`src/hdl/lsu_defines.svh`:
```
/*
 * Sizing for the load/store unit. Only a 64-bit data path is supported.
 * The memory index uses address bits 10..3, so addresses wrap every 2 KiB.
 */

`ifndef LSU_DEFINES_SVH
`define LSU_DEFINES_SVH

// --------------------------------------------------
// Data path and memory geometry
// --------------------------------------------------

// Data and address width.
`define LSU_XLEN 64

`define LSU_MEM_WORDS 256 // Depth in doublewords.
`define LSU_MEM_IDX_W 8   // Must be log2 of the depth.

`endif

```
`src/hdl/lsu_pkg.sv`:
```
/*
 * Types shared by the load/store unit stages.
 * Store funct3 uses only B, H, W and D. Any other store code is flagged.
 */

`default_nettype none

`include "lsu_defines.svh"

package lsu_pkg;

    // --------------------------------------------------
    // funct3 encodings
    // --------------------------------------------------
    typedef enum logic [2:0] {
        F3_B  = 3'b000,
        F3_H  = 3'b001,
        F3_W  = 3'b010,
        F3_D  = 3'b011,
        F3_BU = 3'b100, // Loads only.
        F3_HU = 3'b101,
        F3_WU = 3'b110
    } funct3_e;

    // Command as it enters the unit.
    typedef struct packed {
        logic                  is_store;
        funct3_e               funct3;
        logic [`LSU_XLEN-1:0]  base;
        logic signed [11:0]    imm;
        logic [`LSU_XLEN-1:0]  wdata;
        logic [7:0]            tag;   // Echoed in the response.
    } lsu_cmd_t;

    // Decoded request from the AGU to the memory stage.
    typedef struct packed {
        logic                      is_store;
        funct3_e                   funct3;
        logic [`LSU_MEM_IDX_W-1:0] idx;
        logic [2:0]                offset;
        logic [7:0]                be;     // Zero for loads and errored stores.
        logic [`LSU_XLEN-1:0]      wdata;  // Already shifted into its lanes.
        logic                      err;
        logic [7:0]                tag;
    } mem_req_t;

    typedef struct packed {
        logic [7:0]           tag;
        logic                 err;
        logic [`LSU_XLEN-1:0] rdata;
    } lsu_rsp_t;

endpackage

`default_nettype wire

```
`src/hdl/lsu_agu.sv`:
```
/*
 * Address generation and access check, purely combinational.
 * Misaligned or illegal accesses set err and get no byte enables.
 */

`timescale 1ns/1ps
`default_nettype none

`include "lsu_defines.svh"

module lsu_agu (
    input  lsu_pkg::lsu_cmd_t i_cmd,
    output lsu_pkg::mem_req_t o_req
);

    import lsu_pkg::*;

    logic [`LSU_XLEN-1:0] s_addr;
    logic [2:0]           s_offset;
    logic [7:0]           s_size_mask;
    logic                 s_misaligned;
    logic                 s_illegal;
    logic                 s_err;

    // --------------------------------------------------
    // Effective address
    // --------------------------------------------------
    assign s_addr   = i_cmd.base + {{(`LSU_XLEN-12){i_cmd.imm[11]}}, i_cmd.imm};
    assign s_offset = s_addr[2:0];

    // Access size comes from the low two funct3 bits for every legal code.
    always_comb begin
        case (i_cmd.funct3[1:0])
            2'b00: begin
                s_size_mask  = 8'h01;
                s_misaligned = 1'b0;
            end
            2'b01: begin
                s_size_mask  = 8'h03;
                s_misaligned = s_addr[0];
            end
            2'b10: begin
                s_size_mask  = 8'h0F;
                s_misaligned = |s_addr[1:0];
            end
            default: begin
                s_size_mask  = 8'hFF;
                s_misaligned = |s_addr[2:0];
            end
        endcase
    end

    // Stores have no unsigned forms, loads have no code 7.
    assign s_illegal = i_cmd.is_store ? (i_cmd.funct3 > F3_D)
                                      : (i_cmd.funct3 == 3'b111);
    assign s_err     = s_misaligned | s_illegal;

    // --------------------------------------------------
    // Request
    // --------------------------------------------------
    always_comb begin
        o_req.is_store = i_cmd.is_store;
        o_req.funct3   = i_cmd.funct3;
        o_req.idx      = s_addr[`LSU_MEM_IDX_W+2:3]; // Wraps every 2 KiB.
        o_req.offset   = s_offset;
        o_req.wdata    = i_cmd.wdata << {s_offset, 3'b000};
        o_req.err      = s_err;
        o_req.tag      = i_cmd.tag;

        // Enables only for a legal store.
        if (i_cmd.is_store && !s_err) begin
            o_req.be = s_size_mask << s_offset;
        end else begin
            o_req.be = '0;
        end
    end

endmodule

`default_nettype wire

```
`config.mk`:
```
export PLATFORM = sky130hd
export DESIGN_NAME = lsu_agu
export DESIGN_NICKNAME = d
export VERILOG_FILES = /design/src/hdl/lsu_pkg.sv /design/src/hdl/lsu_agu.sv
export VERILOG_INCLUDE_DIRS = /design/src /design/src/hdl
export SDC_FILE = /design/constraint.sdc
export NUM_CORES = 1
export LEC_CHECK = 0
export ABC_AREA = 1
export BUFFER_PORTS_ARGS = -buffer_cell sky130_fd_sc_hd__buf_2
export CAP_MARGIN = 10
export CORE_AREA = 2 2 96 98
export DETAILED_ROUTE_END_ITERATION = 7
export DIE_AREA = 0 0 98 100
export PLACE_DENSITY = 0.71
export SLEW_MARGIN = 40
export SYNTH_ARGS = -nofsm -noshare
export SYNTH_HDL_FRONTEND = slang
export SYNTH_SLANG_ARGS = --single-unit
```
`constraint.sdc`:
```
create_clock -name vclk -period 2.43
set_input_delay 0.3645 -clock vclk [all_inputs]
set_output_delay 0.3645 -clock vclk [all_outputs]
set_load 0.02 [all_outputs]
```
==> results.tsv, run 1 <==
metric	value	unit
io_buffers	178	
grt_antenna_before_repair	0	
slew_viol_final	0	
tns	0	ns
worstSetupEndpointType	primary output	
synth-compound-area-share	27.3	%
cap_viol_max_count	0	
core_area	8890	um^2
synth-adder-area-share	5.51	%
start_util	29.7	%
critPathLaunchType	input pin	
p_leak	0.00228	uW
synth_xor_area_share	1.33	%
dp_slack	-0.142	ns
diodes	0	
vias_per_cell	4.83	
synth_top_family_by_area	simple AND/OR/NAND/NOR gates	
seq_cells	0	
status	finished, final reports clean	
rsz0062_at_grt	yes	
final_common_cell	nand2_1	
syn-num-nets	718	
cellPowerDensity	442	nW/um^2
grt_max_degree	45	
register_area	0	um^2
cp.required	2.07	ns
grtUsageMet2	31.8	%
ant_nets	0	
grt_pass1_vias	3517	
ir_drop	274	uV
synthSimpleGateAreaFrac	46.8	%
fp.dieH	100	um
maxSlewHeadroom	76.8	%
crit_start	i_cmd[84]	
tightestPinTransition	0.344	ns
synth.distinct_cells	28	
drt_iter0_markers	147	
critPathArrivalTime	2.06	ns
fin_crit_sh	99.6	%
drt_pass1_iterations	5	
num_vias	3992	
areaGrowthSynthToFinish	52.9	%
synthMuxAreaShare	0	%
worst_slack	0.00987	ns
io_pins	248	
yosysTopAreaCellShare	26.5	%
ys_seq_area_share	0	%
cp_max_fo	8	
syn_area_per_cell	4.75	um^2
busiest_layer	met2	
hold_buffers	0	
die_area	9800	um^2
drc_errors	0	
die_x	98	um
timing.fmax	0.413	GHz
crit_end	o_req[73]	
hold_path_class	input pin to primary output	
grt_util_all_layers	18.5	%
hp-start	i_cmd[6]	
nets	880	
fin_crit	2.42	ns
grt-ovfl-total	0	
synthCells	555	
nClkBuffers	0	
grt_pass1_wl	15700	um
hpwlAfterDp	7950	um
syn_area	2640	um^2
yosysTopAreaCell	nand2_1	
rows	35	
drive_gt1_share	35.8	%
yosysWarnings	0	
routed_wl	10100	um
gr-usage-met3	2.23	%
wl_per_cell	12.2	um
synth_area_leaders	nand2_1, o21ai_1, nor2_1	
mostFrequentLayoutCells	nand2_1, buf_2, o21ai_1	
place_congestion	0.969	
hold_viol_final	0	
path_class	input pin to primary output	
setup_viol	0	
met1_usage	25.4	%
[logic make-up after synthesis]
| kind of cell | after synthesis |
|---|---|
| AND/OR/NAND/NOR | 302 |
| AO/OA/AOI/OAI | 135 |
| buffers and inverters | 103 |
| adder cells (fa/ha/maj) | 11 |
| XOR/XNOR | 4 |
[where the power goes]
group | internal (uW) | switching [uW]
combinational | 709 | 1070
sequential | 0 | 0
clock | 0 | 0
total | 709 | 1070
[layer usage]
layer  part of all wire, %  vias to the layer above
li1                      -                     2096
met1                    45                     1755
met2                    47                      129
met3                   7.2                       12
met4                  0.87                        0
met5                     0                        -
[worst min-delay path by stage]
| stage | endpoint | depth (start not counted) | slack (ns) |
|---|---|---|---|
| detailed placement | o_req[0] | 0 | 0.73 |
| floorplan | o_req[0] | 1 | 0.84 |
| CTS | o_req[0] | 0 | 0.73 |
| global placement | o_req[0] | 0 | 0.73 |
| global route | o_req[6] | 0 | 0.73 |
| finish | o_req[6] | 0 | 0.73 |
[critical path: stages]
cell and delay (ns):
buf_8 0.10, ha_4 0.15, inv_2 0.05, fa_2 0.49, inv_4 0.13, nor2_4 0.04
buf_6 0.13, o21bai_1 0.16, nand2_2 0.10, nand2_4 0.13, nor2_1 0.06, buf_4 0.16
[synth_stat cells]
master	count
nand2_1	186
inv_1	50
nand4_1	2
a21oi_1	19
inv_2	4
nand2_4	1
nand3_1	32
clkbuf_1	3
and2_1	8
o211ai_1	6
fa_1	1
or2_1	3
ha_1	10
o21ai_2	4
o21ai_1	51
buf_6	3
o21ai_0	46
a22oi_1	2
nor2_1	62
nor2_2	1
buf_1	1
o22ai_1	6
xor2_1	4
nand2_2	2
buf_2	26
o21bai_1	1
or2_2	5
buf_4	16
[through the flow]
step | utilization [%] | instances | total power, uW | area (um^2) | hold WS, ns
2_1_floorplan | - | 555 | 1060 | 2640 | 0.842
3_3_place_gp | 41.5 | 822 | 1580 | 3690 | 0.729
3_5_place_dp | 41.5 | 822 | 1590 | 3690 | 0.729
4_1_cts | 43.4 | 825 | 1680 | 3860 | 0.729
5_1_grt | 45.3 | 826 | 1950 | 4030 | 0.729
6_report | 45.3 | 826 | 1780 | 4030 | 0.729
[area by class of cell]
cell class,count,area [um^2]
inverter,54,208
multi-input combinational,452,2280
timing repair buffer,209,1400
fill,984,4860
tap,111,139
[repair_timing]
item	CTS	global route
setup endpoints to repair	39	42
buffers inserted	2	1
pin swaps	6	11
resized for setup	32	62
gates cloned	1	0
(Power assumes the default switching activity.)
==> run 2: changes to the inputs <==
--- a/config.mk
+++ b/config.mk
@@ -9,10 +9,10 @@
 export ABC_AREA = 1
 export BUFFER_PORTS_ARGS = -buffer_cell sky130_fd_sc_hd__buf_2
 export CAP_MARGIN = 10
-export CORE_AREA = 2 2 96 98
+export CORE_MARGIN = 1
+export CORE_UTILIZATION = 23
 export DETAILED_ROUTE_END_ITERATION = 7
-export DIE_AREA = 0 0 98 100
-export PLACE_DENSITY = 0.71
+export PLACE_DENSITY = 0.58
 export SLEW_MARGIN = 40
 export SYNTH_ARGS = -nofsm -noshare
 export SYNTH_HDL_FRONTEND = slang
==> constraint.sdc (replaced) <==
create_clock -name vclk -period 2.69
set_input_delay 0.4035 -clock vclk [all_inputs]
set_output_delay 0.4035 -clock vclk [all_outputs]
set_load 0.02 [all_outputs]
==> run 2 against run 1 <==
Against the previous run: sequential cell count stayed put; clock-buffer cell count is the same; critical endpoint is now o_req[75]; setup slack improved by 0.096 ns.
==> results.tsv, run 2 (synthesis gave the netlist of run 1 again) <==
metric	value	unit
nets	874	
status	finished, final reports clean	
cp.required	2.29	ns
drt_iter0_markers	271	
die_x	109	um
final_common_cell	nand2_1	
placed_cells	846	
pwr-share-comb	100.0	%
min_path_cells	0	
setup_viol	0	
cp_slowest_cell	fa_2	
p_leak	0.00218	uW
fin_area	3800	um^2
grt_antenna_before_repair	0	
hold_buffers	0	
diodes	0	
num-fill-cells	1313	
hpwlAfterDp	8530	um
tightestPinTransition	0.343	ns
grt_pass1_vias	3485	
nClkBuffers	0	
drt_pass1_iterations	5	
holdPathEnd	o_req[7]	
maxSlewHeadroom	76.9	%
finalCoreUtilization	34.6	%
critPathArrivalTime	2.18	ns
start_util	24.0	%
fp.dieH	109	um
routed_wl	10400	um
path_buf_inv	6	
vias_per_cell	4.63	
mostFrequentLayoutCells	nand2_1, buf_2, nor2_1	
path_class	input pin to primary output	
register_area	0	um^2
cap_viol_max_count	0	
wl_per_cell	12.2	um
drc_errors	0	
fin_crit_sh	96.1	%
rows	38	
grt_max_degree	35	
rsz0062_at_grt	yes	
slew_viol_final	0	
cp_cell_sequence	buf_2 -> ha_4 -> inv_1 -> fa_2 -> buf_4 -> nor2_4 -> inv_2 -> buf_4 -> nand2_1 -> nand2_1 -> nor2_4 -> buf_4	
ir_drop	139	uV
dpl-instance-area	3650	um^2
grt_util_all_layers	16.6	%
hold_viol_final	0	
io_pins	248	
num_vias	3932	
hp-start	i_cmd[7]	
cellPowerDensity	384	nW/um^2
critPathLaunchType	input pin	
path_delay_family	buffers and inverters	
cp_max_fo	5	
max_stage_delay	0.51	ns
switching_power	928	uW
place_congestion	0.815	
io_buffers	178	
power_frac_clock	0	%
fin_crit	2.58	ns
areaGrowthSynthToFinish	44.2	%
ant_nets	0	
cp_common_cell	buf_4	
finalNonFillerCells	849	
drive_gt1_share	33.0	%
die_area	11900	um^2
seq_cells	0	
seqPwrFrac	0	%
core_area	11000	um^2
p_int	531	uW
hold_path_class	input pin to primary output	
grt_pass1_wl	16100	um
grt-ovfl-total	0	
power.share.switching	63.6	%
worstSetupEndpointType	primary output	
holdWs	0.807	ns
timing.fmax	0.387	GHz
run 2: cell count changes in the layout (fill, tap and decap cells not counted), sizes merged:
cell  previous run  this run
buf            209       203
run 2: per-layer routing:
metal	GRT usage, %	vias up	part of all wire, %
li1	-	2081	-
met1	21.8	1715	46
met2	29.9	132	47
met3	1.79	4	6.8
met4	1.06	0	0.41
met5	0	-	0
run 2: how the worst max path moves through the flow:
stage | start | slack (ns) | endpoint | cells after the start
after floorplan | i_cmd[72] | 0.1 | o_req[55] | 8
after global placement | i_cmd[72] | -0.03 | o_req[13] | 10
after detailed placement | i_cmd[72] | -0.04 | o_req[13] | 10
after CTS | i_cmd[72] | 0.002 | o_req[75] | 12
after global routing | i_cmd[72] | -0.01 | o_req[80] | 12
final | i_cmd[72] | 0.11 | o_req[75] | 12
run 2: layout make-up:
type                       instances  area, um^2  share of cell area, %
multi-input combinational        452        2220                   58.4
timing repair buffer             203        1200                   31.6
inverter                          54         205                   5.40
tap                              140         175                   4.61
run 2: through the flow:
step	worst slack [ns]	TNS, ns	total power, uW
global route	-0.0134	-0.0712	1630
finish	0.106	0	1460
floorplan	0.0978	0	959
CTS	0.00159	0	1430
global placement	-0.0274	-0.0528	1410
detailed placement	-0.0432	-0.160	1420
run 2: power by group through the flow:
stage	sequential [uW]	clock, uW	combinational, uW
3_5_place_dp	0	0	1420
6_report	0	0	1460
3_3_place_gp	0	0	1410
5_1_grt	0	0	1630
2_1_floorplan	0	0	959
4_1_cts	0	0	1430
run 2: repair_timing:
action                                 4_1_cts  5_1_grt
endpoints found under the hold margin        0        0
setup buffers                                1        2
resized for setup                            1       35
pin swaps                                    1        3
setup endpoints to repair                    9       38
