[src/hdl/lsu_defines.svh]
/*
 * Sizing for the load/store unit. Only a 64-bit data path is supported.
 * The memory index uses address bits 10..3, so addresses wrap every 2 KiB.
 */

`ifndef LSU_DEFINES_SVH
`define LSU_DEFINES_SVH

// --------------------------------------------------
// Data path and memory geometry
// --------------------------------------------------

// Data and address width.
`define LSU_XLEN 64

`define LSU_MEM_WORDS 256 // Depth in doublewords.
`define LSU_MEM_IDX_W 8   // Must be log2 of the depth.

`endif

[src/hdl/load_mux.sv]
/*
 * Load data alignment and extension. Only DATA_WIDTH = 64 is supported.
 * An unknown funct3 (7) yields zero.
 */

`timescale 1ns/1ps
`default_nettype none

`include "lsu_defines.svh"

module load_mux #(
    parameter DATA_WIDTH = `LSU_XLEN
) (
    input  logic [2:0]            i_func3,
    input  logic [DATA_WIDTH-1:0] i_data,
    input  logic [2:0]            i_addr_offset,
    output logic [DATA_WIDTH-1:0] o_data
);

    logic [7:0]  s_byte;
    logic [15:0] s_half;
    logic [31:0] s_word;

    // Lane select by offset. Half and word ignore the low offset bits.
    assign s_byte = i_data[i_addr_offset*8 +: 8];
    assign s_half = i_data[i_addr_offset[2:1]*16 +: 16];
    assign s_word = i_addr_offset[2] ? i_data[63:32] : i_data[31:0];

    always_comb begin
        case (i_func3)
            3'b000:  o_data = {{(DATA_WIDTH-8){s_byte[7]}}, s_byte};    // LB.
            3'b001:  o_data = {{(DATA_WIDTH-16){s_half[15]}}, s_half};  // LH.
            3'b010:  o_data = {{(DATA_WIDTH-32){s_word[31]}}, s_word};  // LW.
            3'b011:  o_data = i_data;                                   // LD.
            3'b100:  o_data = {{(DATA_WIDTH-8){1'b0}}, s_byte};         // LBU.
            3'b101:  o_data = {{(DATA_WIDTH-16){1'b0}}, s_half};        // LHU.
            3'b110:  o_data = {{(DATA_WIDTH-32){1'b0}}, s_word};        // LWU.
            default: o_data = '0;
        endcase
    end

endmodule

`default_nettype wire

[config.mk]
export PLATFORM = sky130hd
export DESIGN_NAME = load_mux
export DESIGN_NICKNAME = d
export VERILOG_FILES = /design/src/hdl/load_mux.sv
export VERILOG_INCLUDE_DIRS = /design/src /design/src/hdl
export SDC_FILE = /design/constraint.sdc
export NUM_CORES = 1
export LEC_CHECK = 0
export ABC_AREA = 1
export BUFFER_PORTS_ARGS = -buffer_cell sky130_fd_sc_hd__buf_2
export CAP_MARGIN = 20
export CORE_UTILIZATION = 46
export DETAILED_ROUTE_END_ITERATION = 16
export GPL_ROUTABILITY_DRIVEN = 0
export PLACE_DENSITY_LB_ADDON = 0.12
export SYNTH_ARGS = -nofsm -noshare
export SYNTH_HDL_FRONTEND = slang
export SYNTH_SLANG_ARGS = --single-unit
[constraint.sdc]
create_clock -name vclk -period 1.1
set_clock_uncertainty 0.1 [all_clocks]
set_input_delay 0 -clock vclk [all_inputs]
set_output_delay 0 -clock vclk [all_outputs]
set_load 0.005 [all_outputs]
==> results.md, run 1 <==
- Starting Density: 48.0%
- Post-Route WL: 15100 um
- DR iter-0 viols: 1046
- Leakage power: 2.49 nW
- Gate power share: 100.0%
- I/O pin cnt: 134
- Final Hold Slack: 0.194 ns
- Max VDD drop: 0.329 mV
- Avg Inst Size Synth: 4.65 um^2
- Clock period minus worst slack: 1.52 ns
- Final worst-path cycle share: 138%
- P&R area growth vs syn: 91.3%
- Initial antenna violation count: 0
- Top post-synthesis cells by area: nand2_1, nand3_1, o21ai_0
- Netlist cell types: 23
- Sequential cells: 0
- Worst Hold Depth: 4
- Total Power: 1.96 mW
- # rows: 24
- Hold endpoint: o_data[40]
- Unrepaired setup endpoints after global routing: true
- # diodes: 0
- CP max stage cell: a22oi_1
- Startpoint types: primary input
- Register area share after synthesis: 0%
- Most frequent CP cell: buf_6
- Psw: 1.11 mW
- Syn Std Cell Area: 2110 um^2
- Die height: 69.7 um
- Mapped Nets: 523
- Critical-path cell list: buf_6 > buf_6 > nand2_1 > o21ai_0 > a22oi_1 > nand3_2 > buf_2
- Setup TNS: -10.73 ns
- Die ar.: 4850 um^2
- Power per cell area: 487 nW/um^2
- Largest area contributor in the netlist: nand2_1
- Final antenna-violating net count: 0
- Clock buffers: 0
- Place WS: -0.169 ns
- DRC viols: 0
- Reg area: 0 um^2
- Reg power frac: 0%
- Status: finished, violations left
- Fin nets: 695
- DP Area: 3040 um^2
- HP Class: in -> out
- Actual slew at the worst max-slew pin: 0.628 ns
- Sw frac: 56.5%
- Die width: 69.7 um
- Worst Hold Launch: i_data[40]
- Multi-input combinational cell area: 2140 um^2
- Fillcell total: 186
- Crit-path max cell delay: 0.56 ns
- Synth Warn #: 0
- Largest net degree at the start of global routing: 21
- Critical path fanouts, max: 19
- Final setup vio count: 64
- Vias in the first global route: 3542
- Syn Inst Count: 453
- Worst setup EP type: output pin
- Final setup margin: -0.417 ns
- Crit Path Category: in -> out
- Slew HR: 58.1%
- Slew Viols, Final: 0
- Final hold violation count: 0
- Core Area: 4380 um^2
- First-pass DRT Iterations: 12
- F_max: 659 MHz
- Routed len/inst: 22.4 um
- Arrival time worst endpoint: 1.42 ns
- Post-Layout Inst Area: 4030 um^2
- GR Overflow Total: 0
- Maxcap violations: 0
- Yosys top cell area share: 28.5%
- Port Buf Inserts: 134
- Failing checks: negative setup slack
- Worst Path Required: 1.00 ns
- Routed vias: 4642
- Vias/cell: 6.88
- Clock share of power: 0%
- Pint: 854 uW
- Dpl hpwl: 6490 um
- GRT Resource Usage Total: 40.5%
- First-pass GRT wire length: 16400 um
- Layout cells sized above 1: 48.3%
==> worst max-delay path, delay by kind of cell <==
family	cells	cell delay [ns]
buffers and inverters	3	0.45
and+or+nand+nor	2	0.22
AOI/OAI and AO/OA	2	0.74
==> power by group through the flow <==
stage                     registers, mW  logic, mW  clock network [mW]
after global routing                  0       2.04                   0
after global placement                0       1.30                   0
after floorplan                       0      0.694                   0
final                                 0       1.96                   0
after detailed placement              0       1.33                   0
after CTS                             0       1.50                   0
==> worst max-delay path by stage <==
stage | depth (start not counted) | slack [ns] | start | to
floorplan | 8 | 0.1 | i_addr_offset[2] | o_data[3]
global placement | 9 | -0.12 | i_addr_offset[2] | o_data[26]
detailed placement | 10 | -0.17 | i_addr_offset[1] | o_data[34]
CTS | 11 | -0.08 | i_addr_offset[1] | o_data[20]
global route | 7 | -0.57 | i_addr_offset[2] | o_data[12]
finish | 7 | -0.42 | i_addr_offset[2] | o_data[12]
==> cell usage after synthesis (all sizes together) <==
master	instances
nand2	162
nand3	85
inv	51
o21ai	42
nor2	40
buf	24
a21oi	13
o211ai	12
o22ai	9
clkbuf	8
a22oi	3
a21boi	1
and2	1
clkinv	1
nor3	1
==> area by class of cell <==
type / count / area share, %
timing repair buffer: 202 / 39.6
inverter: 52 / 5.53
tap: 52 / 1.61
multi-input combinational: 369 / 53.2
==> routing by layer <==
metal / share of wire (%) / global-route usage (%) / vias to the layer above / routed length, um
li1: - / - / 1820 / -
met1: 30 / 50.7 / 1940 / 4570
met2: 39 / 68.2 / 630 / 5900
met3: 18 / 4.80 / 252 / 2700
met4: 13 / 20.4 / 0 / 1940
met5: 0 / 0 / - / 0
==> placed cells by master, fill, tap and decap left out, types with 13 or more instances in the layout <==
cell type,synthesis,routed
nor2_1,35,32
nand3_1,84,36
buf_4,4,36
inv_1,46,43
nand2_1,160,139
buf_2,12,126
o21ai_1,0,13
o21ai_0,42,27
buf_6,8,18
nand3_2,1,44
==> stage by stage <==
stage          cells  util (%)
6_report         675      91.9
5_1_grt          675      91.9
4_1_cts          663      79.1
3_5_place_dp     651      69.3
3_3_place_gp     651      69.3
2_1_floorplan    453         -
==> cell families (layout without fill, tap and decap cells) <==
group                  count (synthesis)  in the layout  synth area share, %
buffers and inverters                 84            254                 19.3
AO/OA/AOI/OAI                         80             80                 22.0
AND/OR/NAND/NOR                      289            289                 58.8
==> what timing repair did <==
item,CTS,global route
endpoints found under the setup margin,63,64
pin swaps,3,23
gates cloned,5,6
resized for setup,68,100
hold endpoints to repair,0,0
buffers inserted,7,7
hold buffers,0,0
(Power assumes the default switching activity.)
==> inputs of run 2 (changes only) <==
BUFFER_PORTS_ARGS = not set   (was -buffer_cell sky130_fd_sc_hd__buf_2)
CORE_UTILIZATION = 55   (was 46)
DONT_BUFFER_PORTS = 1   (was not set)
clock period = 1.44 ns   (was 1.1 ns; I/O delays follow)
==> run 2 against run 1 <==
Net effect:
- critical endpoint is now o_data[62]
- wire length down 52%
- the run now ends clean
- worst setup slack better by 0.53 ns
- via count decreased by 39%
- non-clock buffer count decreased by 191
==> results.md, run 2 (synthesis results as in run 1) <==
- Status: completed
- Most common cell after layout, fill and taps aside: nand2_1
- Largest net degree at the start of global routing: 47 (+120%)
- Total Power: 588 uW (-70%)
- Vias in the first global route: 2480 (-30%)
- Clock period minus worst slack: 1.33 ns
- Most frequent cells in the layout: nand2_1, nand3_1, inv_1
- Post-CTS resize count: 0 (-100%)
- Dpl hpwl: 5050 um (-22%)
- Worst Path Required: 1.34 ns (+0.34 ns)
- Gate power share: 100.0% (about the same)
- Starting Density: 57.5% (+9.5 points)
- # rows: 22 (-8.3%)
- Startpoint types: primary input
- Crit-path max cell delay: 0.67 ns (+0.11 ns)
- Crit Path Category: in -> out
- Die height: 63.9 um (-8.3%)
- GR Overflow Total: 0 (unchanged)
- DRC viols: 0 (unchanged)
- HP Class: in -> out
- Worst setup EP type: output pin
- DR iter-0 viols: 324 (-69%)
- Slew Viols, Final: 0 (unchanged)
- Core Area: 3660 um^2 (-16%)
- Place WS: 0.126 ns (+0.295 ns)
- First-pass GRT wire length: 11300 um (-31%)
- Die ar.: 4080 um^2 (-16%)
- Crit path max-delay family: compound AO/OA/AOI/OAI gates
- DP Area: 2040 um^2 (-33%)
- Final setup margin: 0.111 ns (+0.528 ns)
- Clock share of power: 0% (unchanged)
- Most frequent CP cell: nand2_1
- Routed vias: 2841 (-39%)
- Setup TNS: 0 ns (+10.73 ns)
- Fin nets: 505 (-27%)
- Arrival time worst endpoint: 1.23 ns (-0.19 ns)
- GRT Resource Usage Total: 33.4% (-7.2 points)
- Max VDD drop: 0.138 mV (-58%)
- Pint: 207 uW (-76%)
- Setup Buffers After CTS: 0 (-7)
- Unrepaired setup endpoints after global routing: false
- Reg area: 0 um^2 (unchanged)
- Final setup vio count: 0 (-100%)
- Port Buf Inserts: 0 (-100%)
- Initial antenna violation count: 0 (unchanged)
- # diodes: 0 (unchanged)
- Final worst-path cycle share: 92.3%
- Final hold violation count: 0 (unchanged)
- Final antenna-violating net count: 0 (unchanged)
- Hold buffers post-CTS: 0 (unchanged)
- Sw frac: 64.7% (+8.2 points)
- Critical path fanouts, max: 31 (+12)
- Actual slew at the worst max-slew pin: 0.802 ns (+0.174 ns)
- Post-Route WL: 7230 um (-52%)
- Slew HR: 46.6% (-12 points)
- F_max: 753 MHz
- Sequential cells: 0 (unchanged)
- Routed len/inst: 15.0 um (-33%)
- Post-Layout Inst Area: 2050 um^2 (-49%)
- P&R area growth vs syn: -2.67%
- Layout cells sized above 1: 6.24% (-42 points)
- Die width: 63.9 um (-8.3%)
- Psw: 380 uW (-66%)
- Power per cell area: 287 nW/um^2 (-41%)
- Leakage power: 1.17 nW (-53%)
- Clock buffers: 0 (unchanged)
- CP max stage cell: a21oi_2
- Reg power frac: 0% (unchanged)
- First-pass DRT Iterations: 5 (-7)
- Vias/cell: 5.91 (-14%)
- Maxcap violations: 0 (unchanged)
- I/O pin cnt: 134 (unchanged)
- Critical-path cell list: inv_2 > nand2_1 > nand2_1 > nand2_1 > nand2_1 > a21oi_2 > nand3_1
- CP Buf/Inv Count: 1 (-2)
[run 2: changes by cell type in the layout (fill, tap and decap cells not counted), sizes merged]
cell    change
a21oi       +1
buf       -186
clkbuf      -5
[run 2: power groups by stage]
stage	clock network, mW	logic, mW	registers [mW]
after global placement	0	0.566	0
after global routing	0	0.666	0
after floorplan	0	0.530	0
after CTS	0	0.575	0
after detailed placement	0	0.574	0
final	0	0.588	0
[run 2: final cells by class]
type	count	area, um^2
fillers	420	1610
inverters	52	195
multi-input cells	370	1710
well taps	48	60.1
repair buffers	11	82.6
[run 2: final timing paths]
| check | depth (start not counted) | from | end | slack [ns] |
|---|---|---|---|---|
| min | 2 | i_data[6] | o_data[6] | 0.006 |
| max | 7 | i_addr_offset[1] | o_data[62] | 0.11 |
[run 2: per-stage QoR]
stage	util, %	instances	hold WS, ns
after detailed placement	55.7	480	0.00775
final	56.0	481	0.00566
after global placement	55.7	480	0.00545
after CTS	55.7	480	0.00693
after floorplan	-	453	-0.000830
after global routing	56.0	481	0.0158
[run 2: metal layers]
| layer | track usage, % | routed length (um) | vias up |
|---|---|---|---|
| met5 | 0 | 0 | - |
| met4 | 5.97 | 116 | 0 |
| met3 | 4.82 | 810 | 12 |
| met2 | 57.8 | 3320 | 172 |
| met1 | 43.5 | 2980 | 1219 |
| li1 | - | - | 1438 |
==> inputs of run 3 (changes only) <==
CORE_UTILIZATION = 60   (was 55)
SETUP_SLACK_MARGIN = 0.4   (was not set)
==> run 3 against run 2 <==
Net effect:
- non-clock buffer count rose by 9
- final cell count rose by 1.2%
- sequential cell count did not move
- fmax rose by 33%
- die area fell by 8.1%
- worst setup slack improved by 0.33 ns
- global-route usage rose by 0.66 points
- core utilization rose by 13 points
- final area rose by 13%
- sequential share of layout area did not move
- critical path depth did not move
- largest cell class unchanged
- highest routed layer unchanged
==> results.md, run 3 (synthesis results as in run 1) <==
- Slew HR: 68.3% (+22 points)
- Core Area: 3340 um^2 (-8.9%)
- Worst setup EP type: output pin
- I/O pin cnt: 134 (unchanged)
- P&R area growth vs syn: 9.74%
- Actual slew at the worst max-slew pin: 0.474 ns (-0.328 ns)
- Max VDD drop: 0.166 mV (+20%)
- Critical path fanouts, max: 46 (+48%)
- Fillcell total: 357 (-15%)
- Startpoint types: primary input
- Most frequent cells in the layout: nand2_1, nand3_1, inv_1
- Reg area: 0 um^2 (unchanged)
- GRT Resource Usage Total: 34.0% (+0.66 points)
- # rows: 21 (-4.5%)
- Slew Viols, Final: 0 (unchanged)
- Die height: 61.2 um (-4.1%)
- Routed len/inst: 15.5 um (+3.2%)
- Crit Path Category: in -> out
- Die width: 61.2 um (-4.1%)
- Status: completed
- Total Power: 672 uW (+14%)
- Clock buffers: 0 (unchanged)
- DR iter-0 viols: 480 (+48%)
- GR Overflow Total: 0 (unchanged)
- Port Buf Inserts: 0 (unchanged)
- Unrepaired setup endpoints after global routing: true
- Final worst-path cycle share: 69.5% (-23 points)
- Worst Hold Launch: i_data[59]
- HP Class: in -> out
- Most common cell after layout, fill and taps aside: nand2_1
- First-pass GRT wire length: 9860 um (-13%)
- Vias in the first global route: 2274 (-8.3%)
- Routed vias: 2968 (+4.5%)
- Power per cell area: 291 nW/um^2 (+1.4%)
- Final hold violation count: 0 (unchanged)
- Final antenna-violating net count: 0 (unchanged)
- F_max: 1000 MHz (+33%)
- Post-Route WL: 7550 um (+4.5%)
- Maxcap violations: 0 (unchanged)
- Setup TNS: 0 ns (unchanged)
- Layout cells sized above 1: 12.5% (+6.2 points)
- Sequential cells: 0 (unchanged)
- # diodes: 0 (unchanged)
- Clock period minus worst slack: 1.00 ns (-0.329 ns)
- Dpl hpwl: 5130 um (+1.5%)
- First-pass DRT Iterations: 7 (+2)
- Die ar.: 3750 um^2 (-8.1%)
- Final setup vio count: 0 (unchanged)
- Leakage power: 1.33 nW (+14%)
- Setup crit end: o_data[57]
- Fin nets: 513 (+1.6%)
- Crit. Startpoint: i_addr_offset[2]
- Largest net degree at the start of global routing: 47 (unchanged)
- Arrival time worst endpoint: 0.90 ns (-0.33 ns)
- Worst Path Required: 1.34 ns (about the same)
- Initial antenna violation count: 0 (unchanged)
- DRC viols: 0 (unchanged)
- Starting Density: 63.1% (+5.6 points)
- Vias/cell: 6.09 (+3.2%)
## run 3: changes by cell type in the layout (fill, tap and decap cells not counted), sizes merged
cell / change
clkinvlp: +1
a21oi: -1
buf: +6
inv: -1
clkbuf: +3
## run 3: through the flow
step	instances	util (%)	cell area [um^2]	hold WS, ns	setup WS (ns)
detailed placement	479	62.1	2070	0.0176	0.342
floorplan	453	-	2110	-0.000830	0.440
finish	487	69.3	2310	0.0152	0.440
CTS	479	62.2	2080	0.0176	0.405
global placement	479	62.1	2070	0.0172	0.390
global route	487	69.3	2310	0.0233	0.368
## run 3: worst max-delay path, cell delays in order
cell,delay (ns)
clkinvlp_4,0.11
nand2_1,0.11
nand2_2,0.10
a21oi_4,0.18
buf_12,0.15
clkbuf_16,0.15
nand3_2,0.08
## run 3: area by class of cell
class	instances	area [um^2]	area share (%)
repair buffers	20	264	11.4
inverters	52	204	8.83
multi-input cells	369	1790	77.3
well taps	46	57.6	2.49
## run 3: how the worst min path moves through the flow
stage          slack, ns          to  cells past startpoint
2_1_floorplan    -0.0008   o_data[5]                      2
3_3_place_gp        0.02  o_data[33]                      2
3_5_place_dp        0.02  o_data[58]                      2
4_1_cts             0.02  o_data[58]                      2
5_1_grt             0.02   o_data[6]                      2
6_report            0.02  o_data[59]                      2
## run 3: per-layer routing
layer | up-vias | global-route usage [%] | part of all wire, %
met3 | 8 | 3.78 | 13
met2 | 222 | 61.0 | 47
met5 | - | 0 | 0
met4 | 0 | 5.84 | 0.89
met1 | 1289 | 44.1 | 39
li1 | 1449 | - | -
## run 3: what timing repair did
item | CTS | global route
setup endpoints to repair | 34 | 53
hold buffers | 0 | 0
pin swaps | 0 | 3
resized for setup | 2 | 29
setup buffers | 0 | 4
gates cloned | 0 | 4
## run 3: power breakdown
group / internal [mW] / switching, mW / leakage [nW]
logic: 0.263 / 0.409 / 1.33
registers: 0 / 0 / 0
clock network: 0 / 0 / 0
